### src/common/backend_defines.svh
`ifndef BACKEND_DEFINES_SVH
`define BACKEND_DEFINES_SVH

// data path and pc width
`define XLEN 32

// reorder buffer depth, power of two so the pointers wrap on their own
`define ROB_SIZE 8
`define ROB_TAG_LEN 3

// architectural register file
`define REG_NUM 32
`define REG_ADDR_LEN 5

// result lanes
`define FU_NUM 3

// lane indices, lower index wins the bus
`define FU_ALU 0
`define FU_MULT 1
`define FU_BTU 2

`endif
### src/common/backend_pkg.sv
`include "backend_defines.svh"

package backend_pkg;

    ///////////////////////////////////////////////////////////////////////
    // data path types
    ///////////////////////////////////////////////////////////////////////

    // data word or pc
    typedef logic [`XLEN-1:0] xlen_t;

    // architectural register index
    typedef logic [`REG_ADDR_LEN-1:0] reg_idx_t;

    ///////////////////////////////////////////////////////////////////////
    // reorder buffer and lane types
    ///////////////////////////////////////////////////////////////////////

    // rob entry tag
    typedef logic [`ROB_TAG_LEN-1:0] rob_tag_t;

    // occupancy, one bit wider than a tag to hold 0..ROB_SIZE
    typedef logic [`ROB_TAG_LEN:0] rob_cnt_t;

    // one bit per lane: done, busy, grant
    typedef logic [`FU_NUM-1:0] fu_vec_t;

endpackage

### src/rtl/backend_top.sv
`timescale 1ns/100ps

`include "backend_defines.svh"

module backend_top (
    input  logic                  clock,
    input  logic                  arst_n,
    input  logic                  dispatch_valid,
    input  backend_pkg::reg_idx_t dispatch_dest_reg,
    input  backend_pkg::fu_vec_t  fu_done,
    input  backend_pkg::rob_tag_t alu_tag,
    input  backend_pkg::rob_tag_t mult_tag,
    input  backend_pkg::rob_tag_t btu_tag,
    input  backend_pkg::xlen_t    alu_value,
    input  backend_pkg::xlen_t    mult_value,
    input  backend_pkg::xlen_t    btu_value,
    input  logic                  btu_mispredict,
    input  backend_pkg::xlen_t    btu_target,
    input  backend_pkg::reg_idx_t read_idx,
    output backend_pkg::rob_tag_t dispatch_tag,
    output logic                  rob_full,
    output backend_pkg::fu_vec_t  fu_busy,
    output logic                  cdb_valid,
    output backend_pkg::rob_tag_t cdb_tag,
    output backend_pkg::xlen_t    cdb_value,
    output logic                  commit_valid,
    output backend_pkg::reg_idx_t commit_reg,
    output backend_pkg::xlen_t    commit_data,
    output logic                  flush,
    output backend_pkg::xlen_t    flush_pc,
    output backend_pkg::xlen_t    read_data
);

    ///////////////////////////////////////////////////////////////////////
    // holding slots and bus
    ///////////////////////////////////////////////////////////////////////

    backend_pkg::fu_vec_t                slot_ready;
    backend_pkg::rob_tag_t [`FU_NUM-1:0] slot_tag;
    backend_pkg::xlen_t [`FU_NUM-1:0]    slot_value;
    logic                                slot_mispredict;
    backend_pkg::xlen_t                  slot_target;
    backend_pkg::fu_vec_t                grant;
    // rob only
    logic                                cdb_mispredict;
    backend_pkg::xlen_t                  cdb_target;

    // a held result keeps its lane busy
    assign fu_busy = slot_ready;

    result_slots i_result_slots (
        .clock           (clock),
        .arst_n          (arst_n),
        .flush           (flush),
        .fu_done         (fu_done),
        .alu_tag         (alu_tag),
        .mult_tag        (mult_tag),
        .btu_tag         (btu_tag),
        .alu_value       (alu_value),
        .mult_value      (mult_value),
        .btu_value       (btu_value),
        .btu_mispredict  (btu_mispredict),
        .btu_target      (btu_target),
        .grant           (grant),
        .slot_ready      (slot_ready),
        .slot_tag        (slot_tag),
        .slot_value      (slot_value),
        .slot_mispredict (slot_mispredict),
        .slot_target     (slot_target)
    );

    cdb_arbiter i_cdb_arbiter (
        .slot_ready      (slot_ready),
        .slot_tag        (slot_tag),
        .slot_value      (slot_value),
        .slot_mispredict (slot_mispredict),
        .slot_target     (slot_target),
        .grant           (grant),
        .cdb_valid       (cdb_valid),
        .cdb_tag         (cdb_tag),
        .cdb_value       (cdb_value),
        .cdb_mispredict  (cdb_mispredict),
        .cdb_target      (cdb_target)
    );

    ///////////////////////////////////////////////////////////////////////
    // retire path
    ///////////////////////////////////////////////////////////////////////

    reorder_buffer i_reorder_buffer (
        .clock             (clock),
        .arst_n            (arst_n),
        .dispatch_valid    (dispatch_valid),
        .dispatch_dest_reg (dispatch_dest_reg),
        .cdb_valid         (cdb_valid),
        .cdb_tag           (cdb_tag),
        .cdb_value         (cdb_value),
        .cdb_mispredict    (cdb_mispredict),
        .cdb_target        (cdb_target),
        .dispatch_tag      (dispatch_tag),
        .rob_full          (rob_full),
        .commit_valid      (commit_valid),
        .commit_reg        (commit_reg),
        .commit_data       (commit_data),
        .flush             (flush),
        .flush_pc          (flush_pc)
    );

    register_file i_register_file (
        .clock        (clock),
        .arst_n       (arst_n),
        .commit_valid (commit_valid),
        .commit_reg   (commit_reg),
        .commit_data  (commit_data),
        .read_idx     (read_idx),
        .read_data    (read_data)
    );

endmodule

### src/rtl/register_file.sv
`timescale 1ns/100ps

`include "backend_defines.svh"

module register_file (
    input  logic                  clock,
    input  logic                  arst_n,
    input  logic                  commit_valid,
    input  backend_pkg::reg_idx_t commit_reg,
    input  backend_pkg::xlen_t    commit_data,
    input  backend_pkg::reg_idx_t read_idx,
    output backend_pkg::xlen_t    read_data
);

    // architectural state
    backend_pkg::xlen_t regs [`REG_NUM];

    always_ff @(posedge clock or negedge arst_n) begin
        if (!arst_n) begin
            for (int i = 0; i < `REG_NUM; i++) begin
                regs[i] <= '0;
            end
        end else if (commit_valid && (commit_reg != '0)) begin
            // x0 is never written
            regs[commit_reg] <= commit_data;
        end
    end

    // x0 hardwired to zero
    assign read_data = (read_idx == '0) ? '0 : regs[read_idx];

endmodule

### src/rob/reorder_buffer.sv
`timescale 1ns/100ps

`include "backend_defines.svh"

module reorder_buffer (
    input  logic                  clock,
    input  logic                  arst_n,
    input  logic                  dispatch_valid,
    input  backend_pkg::reg_idx_t dispatch_dest_reg,
    input  logic                  cdb_valid,
    input  backend_pkg::rob_tag_t cdb_tag,
    input  backend_pkg::xlen_t    cdb_value,
    input  logic                  cdb_mispredict,
    input  backend_pkg::xlen_t    cdb_target,
    output backend_pkg::rob_tag_t dispatch_tag,
    output logic                  rob_full,
    output logic                  commit_valid,
    output backend_pkg::reg_idx_t commit_reg,
    output backend_pkg::xlen_t    commit_data,
    output logic                  flush,
    output backend_pkg::xlen_t    flush_pc
);

    ///////////////////////////////////////////////////////////////////////
    // entry storage
    ///////////////////////////////////////////////////////////////////////

    // per entry status
    logic [`ROB_SIZE-1:0]  entry_valid;
    logic [`ROB_SIZE-1:0]  entry_complete;
    logic [`ROB_SIZE-1:0]  entry_mispredict;
    // per entry payload
    backend_pkg::reg_idx_t entry_dest [`ROB_SIZE];
    backend_pkg::xlen_t    entry_value [`ROB_SIZE];
    backend_pkg::xlen_t    entry_target [`ROB_SIZE];

    // pointer side
    backend_pkg::rob_tag_t head;
    backend_pkg::rob_tag_t tail;
    logic                  rob_empty;
    logic                  push;
    logic                  pop;

    // dispatch accepted only with room left
    assign push = dispatch_valid & ~rob_full;

    // tag handed out is the next tail slot
    assign dispatch_tag = tail;

    rob_ptr_counter i_rob_ptr_counter (
        .clock     (clock),
        .arst_n    (arst_n),
        .push      (push),
        .pop       (pop),
        .flush     (flush),
        .head      (head),
        .tail      (tail),
        .rob_full  (rob_full),
        .rob_empty (rob_empty)
    );

    ///////////////////////////////////////////////////////////////////////
    // retire from head
    ///////////////////////////////////////////////////////////////////////

    // oldest entry done, retire it now
    assign commit_valid = ~rob_empty & entry_valid[head] & entry_complete[head];
    assign commit_reg   = entry_dest[head];
    assign commit_data  = entry_value[head];
    assign pop          = commit_valid;

    // mispredicted branch at retire redirects the front end
    assign flush    = commit_valid & entry_mispredict[head];
    assign flush_pc = entry_target[head];

    // status bits
    always_ff @(posedge clock or negedge arst_n) begin
        if (!arst_n) begin
            entry_valid    <= '0;
            entry_complete <= '0;
        end else if (flush) begin
            // younger entries never retire
            entry_valid    <= '0;
            entry_complete <= '0;
        end else begin
            if (pop) begin
                entry_valid[head] <= 1'b0;
            end
            if (push) begin
                entry_valid[tail]    <= 1'b1;
                entry_complete[tail] <= 1'b0;
            end
            // broadcast marks its entry done
            if (cdb_valid && entry_valid[cdb_tag]) begin
                entry_complete[cdb_tag] <= 1'b1;
            end
        end
    end

    // payload written at dispatch and at broadcast
    always_ff @(posedge clock) begin
        if (push) begin
            entry_dest[tail] <= dispatch_dest_reg;
        end
        if (cdb_valid) begin
            entry_value[cdb_tag]      <= cdb_value;
            entry_mispredict[cdb_tag] <= cdb_mispredict;
            entry_target[cdb_tag]     <= cdb_target;
        end
    end

endmodule

### src/rob/rob_ptr_counter.sv
`timescale 1ns/100ps

`include "backend_defines.svh"

module rob_ptr_counter (
    input  logic                  clock,
    input  logic                  arst_n,
    input  logic                  push,
    input  logic                  pop,
    input  logic                  flush,
    output backend_pkg::rob_tag_t head,
    output backend_pkg::rob_tag_t tail,
    output logic                  rob_full,
    output logic                  rob_empty
);

    // entries in flight
    backend_pkg::rob_cnt_t count;

    always_ff @(posedge clock or negedge arst_n) begin
        if (!arst_n) begin
            head  <= '0;
            tail  <= '0;
            count <= '0;
        end else if (flush) begin
            // everything in flight is dropped
            head  <= '0;
            tail  <= '0;
            count <= '0;
        end else begin
            // pointers wrap at ROB_SIZE by width
            if (push) begin
                tail <= tail + 1'b1;
            end
            if (pop) begin
                head <= head + 1'b1;
            end
            // push with pop keeps the count
            case ({push, pop})
                2'b10:   count <= count + 1'b1;
                2'b01:   count <= count - 1'b1;
                default: count <= count;
            endcase
        end
    end

    assign rob_full  = (count == backend_pkg::rob_cnt_t'(`ROB_SIZE));
    assign rob_empty = (count == '0);

endmodule

### src/rtl/cdb_arbiter.sv
`timescale 1ns/100ps

`include "backend_defines.svh"

module cdb_arbiter (
    input  backend_pkg::fu_vec_t                slot_ready,
    input  backend_pkg::rob_tag_t [`FU_NUM-1:0] slot_tag,
    input  backend_pkg::xlen_t [`FU_NUM-1:0]    slot_value,
    input  logic                                slot_mispredict,
    input  backend_pkg::xlen_t                  slot_target,
    output backend_pkg::fu_vec_t                grant,
    output logic                                cdb_valid,
    output backend_pkg::rob_tag_t               cdb_tag,
    output backend_pkg::xlen_t                  cdb_value,
    output logic                                cdb_mispredict,
    output backend_pkg::xlen_t                  cdb_target
);

    // lowest set bit of ready, so alu > mult > btu
    assign grant = slot_ready & (~slot_ready + 1'b1);

    // any ready slot drives the bus
    assign cdb_valid = |slot_ready;

    // one-hot mux of the granted slot
    always_comb begin
        cdb_tag   = '0;
        cdb_value = '0;
        for (int i = 0; i < `FU_NUM; i++) begin
            if (grant[i]) begin
                cdb_tag   = slot_tag[i];
                cdb_value = slot_value[i];
            end
        end
    end

    // btu fields count only when btu owns the bus
    assign cdb_mispredict = grant[`FU_BTU] & slot_mispredict;
    assign cdb_target     = slot_target;

endmodule

### src/rtl/result_slots.sv
`timescale 1ns/100ps

`include "backend_defines.svh"

module result_slots (
    input  logic                                clock,
    input  logic                                arst_n,
    input  logic                                flush,
    input  backend_pkg::fu_vec_t                fu_done,
    input  backend_pkg::rob_tag_t               alu_tag,
    input  backend_pkg::rob_tag_t               mult_tag,
    input  backend_pkg::rob_tag_t               btu_tag,
    input  backend_pkg::xlen_t                  alu_value,
    input  backend_pkg::xlen_t                  mult_value,
    input  backend_pkg::xlen_t                  btu_value,
    input  logic                                btu_mispredict,
    input  backend_pkg::xlen_t                  btu_target,
    input  backend_pkg::fu_vec_t                grant,
    output backend_pkg::fu_vec_t                slot_ready,
    output backend_pkg::rob_tag_t [`FU_NUM-1:0] slot_tag,
    output backend_pkg::xlen_t [`FU_NUM-1:0]    slot_value,
    output logic                                slot_mispredict,
    output backend_pkg::xlen_t                  slot_target
);

    // lane inputs gathered by lane index
    backend_pkg::rob_tag_t [`FU_NUM-1:0] lane_tag;
    backend_pkg::xlen_t [`FU_NUM-1:0]    lane_value;
    // lanes whose done is taken this cycle
    backend_pkg::fu_vec_t                accept;

    assign lane_tag[`FU_ALU]    = alu_tag;
    assign lane_tag[`FU_MULT]   = mult_tag;
    assign lane_tag[`FU_BTU]    = btu_tag;
    assign lane_value[`FU_ALU]  = alu_value;
    assign lane_value[`FU_MULT] = mult_value;
    assign lane_value[`FU_BTU]  = btu_value;

    // slot free, or emptied by the bus this cycle
    // a done into a held slot that loses the bus is lost
    assign accept = fu_done & (~slot_ready | grant);

    ///////////////////////////////////////////////////////////////////////
    // ready bits
    ///////////////////////////////////////////////////////////////////////

    always_ff @(posedge clock or negedge arst_n) begin
        if (!arst_n) begin
            slot_ready <= '0;
        end else if (flush) begin
            // mispredict wipes all pending results
            slot_ready <= '0;
        end else begin
            // new result sets, grant clears, otherwise hold
            slot_ready <= accept | (slot_ready & ~grant);
        end
    end

    ///////////////////////////////////////////////////////////////////////
    // held results
    ///////////////////////////////////////////////////////////////////////

    always_ff @(posedge clock) begin
        for (int i = 0; i < `FU_NUM; i++) begin
            if (accept[i]) begin
                slot_tag[i]   <= lane_tag[i];
                slot_value[i] <= lane_value[i];
            end
        end
        // branch outcome only exists on the btu lane
        if (accept[`FU_BTU]) begin
            slot_mispredict <= btu_mispredict;
            slot_target     <= btu_target;
        end
    end

endmodule

### config.mk
export PLATFORM = sky130hd
export DESIGN_NAME = backend_top
export DESIGN_NICKNAME = d
export VERILOG_FILES = /design/src/common/backend_pkg.sv /design/src/rtl/backend_top.sv /design/src/rtl/register_file.sv /design/src/rob/reorder_buffer.sv /design/src/rob/rob_ptr_counter.sv /design/src/rtl/cdb_arbiter.sv /design/src/rtl/result_slots.sv
export VERILOG_INCLUDE_DIRS = /design/src /design/src/common
export SDC_FILE = /design/constraint.sdc
export NUM_CORES = 2
export LEC_CHECK = 0
export ABC_AREA = 1
export BUFFER_PORTS_ARGS = -buffer_cell sky130_fd_sc_hd__buf_2
export CORE_UTILIZATION = 35
export CTS_CLUSTER_SIZE = 12
export DETAILED_ROUTE_END_ITERATION = 10
export PLACE_DENSITY = 0.49
export SYNTH_ARGS = -nofsm -noshare
export SYNTH_HDL_FRONTEND = slang
export SYNTH_SLANG_ARGS = --single-unit
### constraint.sdc
create_clock -name clock -period 5.55 [get_ports clock]
set_clock_uncertainty 0.05 [all_clocks]
set_input_delay 0.8325 -clock clock [delete_from_list [all_inputs] [get_ports clock]]
set_output_delay 0.8325 -clock clock [all_outputs]
set_load 0.01 [all_outputs]
---- Word level (Yosys, flattened, before mapping) ----
Memories as Yosys holds them, arrays and structs flattened.
Cells that the tools add are included.
cells by class
  $add $sub $neg .......................... 5
  order comparisons ....................... 9
  equality and inequality tests ........... 3
  muxes and demuxes ....................... 47
  bitwise operators ....................... 22
  reductions and logical operators ........ 13
operators with widths
  cell                                                                count
  bitwise mux 1024 bit                                                1
  2-to-1 mux 32 bit                                                   7
  binary-select mux 32 bit (select 5 bit)                             1
  demux 32 bit (select 5 bit)                                         1
  2-to-1 mux 8 bit                                                    8
  2-to-1 mux 3 bit                                                    8
  AND 8 bit                                                           2
  inverter 8 bit                                                      2
  bitwise OR 8 bit                                                    2
  binary-select mux 1 bit (select 3 bit)                              4
  greater-or-equal comparator 6 bit (second input constant)           2
  less-than comparator 3 x 4 -> 1 bit (second input constant)         3
  inverter 5 -> 6 bit                                                 2
  2-to-1 mux 1 bit                                                    11
  adder 3 x 1 -> 3 bit (second input constant)                        3
  AND 3 bit                                                           3
  demux 1 bit (select 3 bit)                                          3
  greater-or-equal comparator 3 x 1 -> 1 bit (second input constant)  3
  bitwise mux 8 bit                                                   1
  one-hot mux 4 bit (2 select lines)                                  1
  logical AND 1 bit                                                   6
  less-than comparator 6 x 1 -> 1 bit (second input constant)         1
  inverter 3 bit                                                      2
  bitwise OR 3 bit                                                    2
  other kinds (14)                                                    20
storage, ports and cells
  bits in registers ....................... 1199
  memory bits (writable) .................. 552
  output and inout bits ................... 146
  memories kept ........................... 3
memories
  memory                         words  width  read ports  clocked after Yosys merged registers in  wr ports  line                  source
  i_reorder_buffer.entry_target  8      32     1           0                                        1         reorder_buffer.sv:35  backend_pkg::xlen_t entry_target [`ROB_SIZE];
  i_reorder_buffer.entry_value   8      32     1           0                                        1         reorder_buffer.sv:34  backend_pkg::xlen_t entry_value [`ROB_SIZE];
  i_reorder_buffer.entry_dest    8      5      1           0                                        1         reorder_buffer.sv:33  backend_pkg::reg_idx_t entry_dest [`ROB_SIZE];

---- Logic depth before layout (Yosys ltp) ----
  depth after elaboration ................. 13
  depth in mapped cells ................... 19
  mapped depth without buffers ............ 17

---- Modules after synthesis ----
A second synthesis with hierarchy kept.
second synthesis, totals
  cell total of the unflattened synthesis .. 7732
  area total of the unflattened synthesis .. 73817.0 µm²
by module, submodules not included
  module           instances  cells an instance  area each (µm²)  sequential area each (µm²)
  register_file    1          5870               46110.5          25624.6
  reorder_buffer   1          1428               21489.4          17216.5
  result_slots     1          156                4282.9           4219.0
  cdb_arbiter      1          201                1316.3           0.0
  rob_ptr_counter  1          77                 618.1            250.2

---- Worst setup path after synthesis ----
No wires, ideal clock.
  kind .................................... register to register
  start ................................... register i_result_slots.slot_ready[1]
  end ..................................... register i_reorder_buffer.entry_mispredict[6] (enable)
  setup time .............................. 0.490 ns
  arrival time ............................ 4.156 ns
  setup slack ............................. 0.853 ns
  stages on the path, launching flop included .. 8
  cells stage by stage .................... dfrtp_1 > inv_1 > nand2_1 > nor2_1 > nand2_1 > nand2_1 > inv_1 > nor2_1
on the way
  word-level cells in the longest chain between the ends .. 1
RTL lines
  element                         line                   source
  start: declaration              result_slots.sv:19     output backend_pkg::fu_vec_t slot_ready,
  start signal: assignment        result_slots.sv:55     slot_ready <= accept | (slot_ready & ~grant);
  OR reduction 3 bit              cdb_arbiter.sv:23      assign cdb_valid = |slot_ready;
  end signal: indexed assignment  reorder_buffer.sv:107  entry_mispredict[cdb_tag] <= cdb_mispredict;
  end: declaration                reorder_buffer.sv:31   logic [`ROB_SIZE-1:0] entry_mispredict;
No other way between the ends.
A chain may end at the register's enable or synchronous reset.

---- Worst setup path after layout ----
  start ................................... register i_reorder_buffer.i_rob_ptr_counter.head[0]
  end ..................................... output port commit_data[4]
on the way
  word-level cells in the longest chain between the ends .. 1
RTL lines
  element                   line                   source
  start: declaration        rob_ptr_counter.sv:11  output backend_pkg::rob_tag_t head,
  start signal: assignment  rob_ptr_counter.sv:36  head <= head + 1'b1;
  memory read (8 x 32 bit)  -
  end: declaration          backend_top.sv:28      output backend_pkg::xlen_t commit_data,
No other way between the ends.

==> results.ini <==
[detailed_routing]
postRouteAntennaNets=0
viasPerCell=5.36
drt_iter0_drc=5000
route.detailed.drc=0
wl_per_cell_microns=23.4
drt_first_pass_iters=6
wirelength_microns=237000
num_vias=54107

[placed_design]
routabilityCongestion=0.786
port_buffers=299
post-dp-hpwl_microns=131000

[finish]
final-seq-area_sq_mm=0.0473
area_growth_pct=14.4
n_fill_cell=20116
fin_nets=7415
multi_input_area_sq_mm=0.0224
layout-drive-gt1-share_pct=10.7

[floorplanning]
coreArea_sq_mm=0.205
die_h_microns=457
io_pins=300
start_util_pct=35.3
die_w_microns=457
rows=166
die_area_sq_mm=0.209

[synth]
yosysTopAreaCell=dfrtp_1
yosys_warnings=0
synth_commonest_cells=nand2_1 (1749), dfrtp_1 (1053), o21ai_0 (861), edfxtp_1 (698), nor2_1 (657)
synth_seq_cells=1751
syn_avg_cell_area_sq_um=10.0
synth_fa_ha_area_share_pct=0.104
synth_cell_types=42
muxShareOfSynthArea_pct=0
yosys.area_share.simple_pct=15.5
synth_edf_count=698
synth_compound_area_share_pct=14.9
synthFlopType=dfrtp_1
synthTopCellsByArea=dfrtp_1 (36%), edfxtp_1 (29%), nand2_1 (9.1%)
synth_top_family_by_area=simple AND/OR/NAND/NOR gates
synth_most_common_cell=nand2_1
yosysTopAreaCellShare_pct=36.4
syn_nets=7389
synth_xor_area_share_pct=0.0725
synthCells=7229
synth_area_sq_mm=0.0725
async_flop_share_pct=60.1
ys_seq_area_share_pct=65.3

[clocking]
cts_resized=0
clockBufferDepth=3
cts_tree=done
clk_pin_slew_ns=0.06
clk_latency_ns=0.85
cts_htree_levels=4
cts-root-buf=clkbuf_16
cts_setup_buffers=0
postCtsHoldBufs=1
cts.sinks=1751
cts_buffers=188

[critical_path]
cpPeakStageDelay_ns=0.71
worst_setup_path_start_kind=flip-flop
crit_fanout=18
cp_data_arrival_time_ns=4.17
cp-end-kind=primary output
critPathSlowestCell=dfrtp_1
cp_common_cell=buf_4
crit_chain=buf_4 > nand3_2 > buf_4 > inv_2 > buf_4 > a22oi_1 > and3_1 > nand2_1 > buf_2
cp.required_ns=4.67
crit_type=reg2out

[timing]
period_share_pct=91.1
drv_slew=0
holdWs_ns=0.109
finalCriticalPeriod_ns=5.06
worst_pin_slew_ns=1.23
tns_ns=0
rsz0062_at_grt=no
maxSlewHeadroom_pct=18.1
hold_viol=0
setup_viol=0
max_freq_mhz=198

[power]
cellPowerDensity_mw_per_mm2=543
power_leakage_nw=34.8
vdd_ir_drop_max_mv=0.344

[global_routing]
antenna_found_initial=15
grt.total_usage_pct=22.4
grt_overflow=0
first_global_vias=52903
grt_pass1_wl_microns=354000
grt_max_degree=146

[outcome]
status=finished clean

[run]
max_cap_viol_count=0

[hold_path]
hold_path.class=in2reg

final timing paths:
| kind | from | to | slack [ns] | depth (start not counted) |
|---|---|---|---|---|
| worst max register to register | i_reorder_buffer.i_rob_ptr_counter.head[2] | i_register_file.regs[482] | 1.18 | 13 |
| min in group asynchronous | arst_n | i_register_file.regs[262] | 0.61 | 2 |
| max in group asynchronous | arst_n | i_register_file.regs[598] | 3.59 | 3 |
| worst min register to register | i_register_file.regs[1011] | i_register_file.regs[1011] | 0.33 | 0 |
| worst min-delay path | alu_value[29] | i_result_slots.slot_value[29] | 0.11 | 1 |
| worst max-delay path | i_reorder_buffer.i_rob_ptr_counter.head[0] | commit_data[4] | 0.49 | 9 |
stage by stage:
stage	setup WS (ns)	instances	cell area, sq um	utilization [%]	power, mW
final	0.494	10093	82900	40.4	45.0
after global routing	0.212	10092	82900	40.4	47.7
after CTS	0.345	10089	82900	40.4	45.5
after detailed placement	1.19	9752	76800	37.4	32.9
after global placement	1.24	9752	76800	37.4	32.7
after floorplan	0.853	7229	72500	-	27.3
report_power, final:
group / switching (mW) / total [mW] / leakage, nW / internal, mW
sequential: 1.75 / 19.8 / 20.8 / 18.1
clock: 5.37 / 12.5 / 2.94 / 7.09
combinational: 9.44 / 12.7 / 11.0 / 3.31
placed cells by master, fill, tap and decap left out, types with 190 or more instances in the layout:
cell	Yosys	final
dfrtp_1	1053	1053
o221ai_1	216	216
clkbuf_16	0	190
nand3_1	308	307
nor2_1	657	645
o21ai_1	573	573
edfxtp_1	698	698
nand2_1	1749	1724
o21ai_0	861	861
buf_2	94	293
flip-flops by register name (all words and copies together) (netlist names):
register and cells:
i_reorder_buffer.entry_target 256, i_reorder_buffer.entry_mispredict 8, i_result_slots.slot_ready 3, i_reorder_buffer.entry_value 256
i_reorder_buffer.i_rob_ptr_counter.head 3, i_reorder_buffer.i_rob_ptr_counter.tail 3, i_result_slots.slot_value 96, i_register_file.regs 1024
i_result_slots.slot_mispredict 1, i_reorder_buffer.entry_dest 40, i_result_slots.slot_tag 9, i_reorder_buffer.entry_valid 8
i_result_slots.slot_target 32, i_reorder_buffer.entry_complete 8, i_reorder_buffer.i_rob_ptr_counter.count 4
cells by family (layout without fill, tap and decap cells):
group	Yosys count	in the layout
AND/OR/NAND/NOR	2802	2802
adder cells (fa/ha/maj)	6	6
other	0	4
AO/OA/AOI/OAI	1883	1883
buffers and inverters	781	953
flip-flops	1751	1751
XOR/XNOR	6	6
worst max-delay path: cells and delay by family (launching register included):
kind	cells	cell delay, ns
and+or+nand+nor	3	0.76
DFF	1	0.71
buffers and inverters	5	1.68
AOI/OAI and AO/OA	1	0.14
final cells by class:
cell class,count,share of cell area [%]
sequential,1751,57.1
timing repair buffer,463,3.82
antenna,4,0.0121
clock inverter,52,0.793
tap,2688,4.06
multi-input combinational,4697,27.0
clock buffer,284,6.50
inverter,154,0.723
per-layer routing:
layer / track usage, % / part of all wire [%]
met1: 31.0 / 45
met2: 36.3 / 47
met3: 4.02 / 6.1
met4: 5.74 / 2.2
met5: 0 / 0
(Power assumes the default switching activity.)
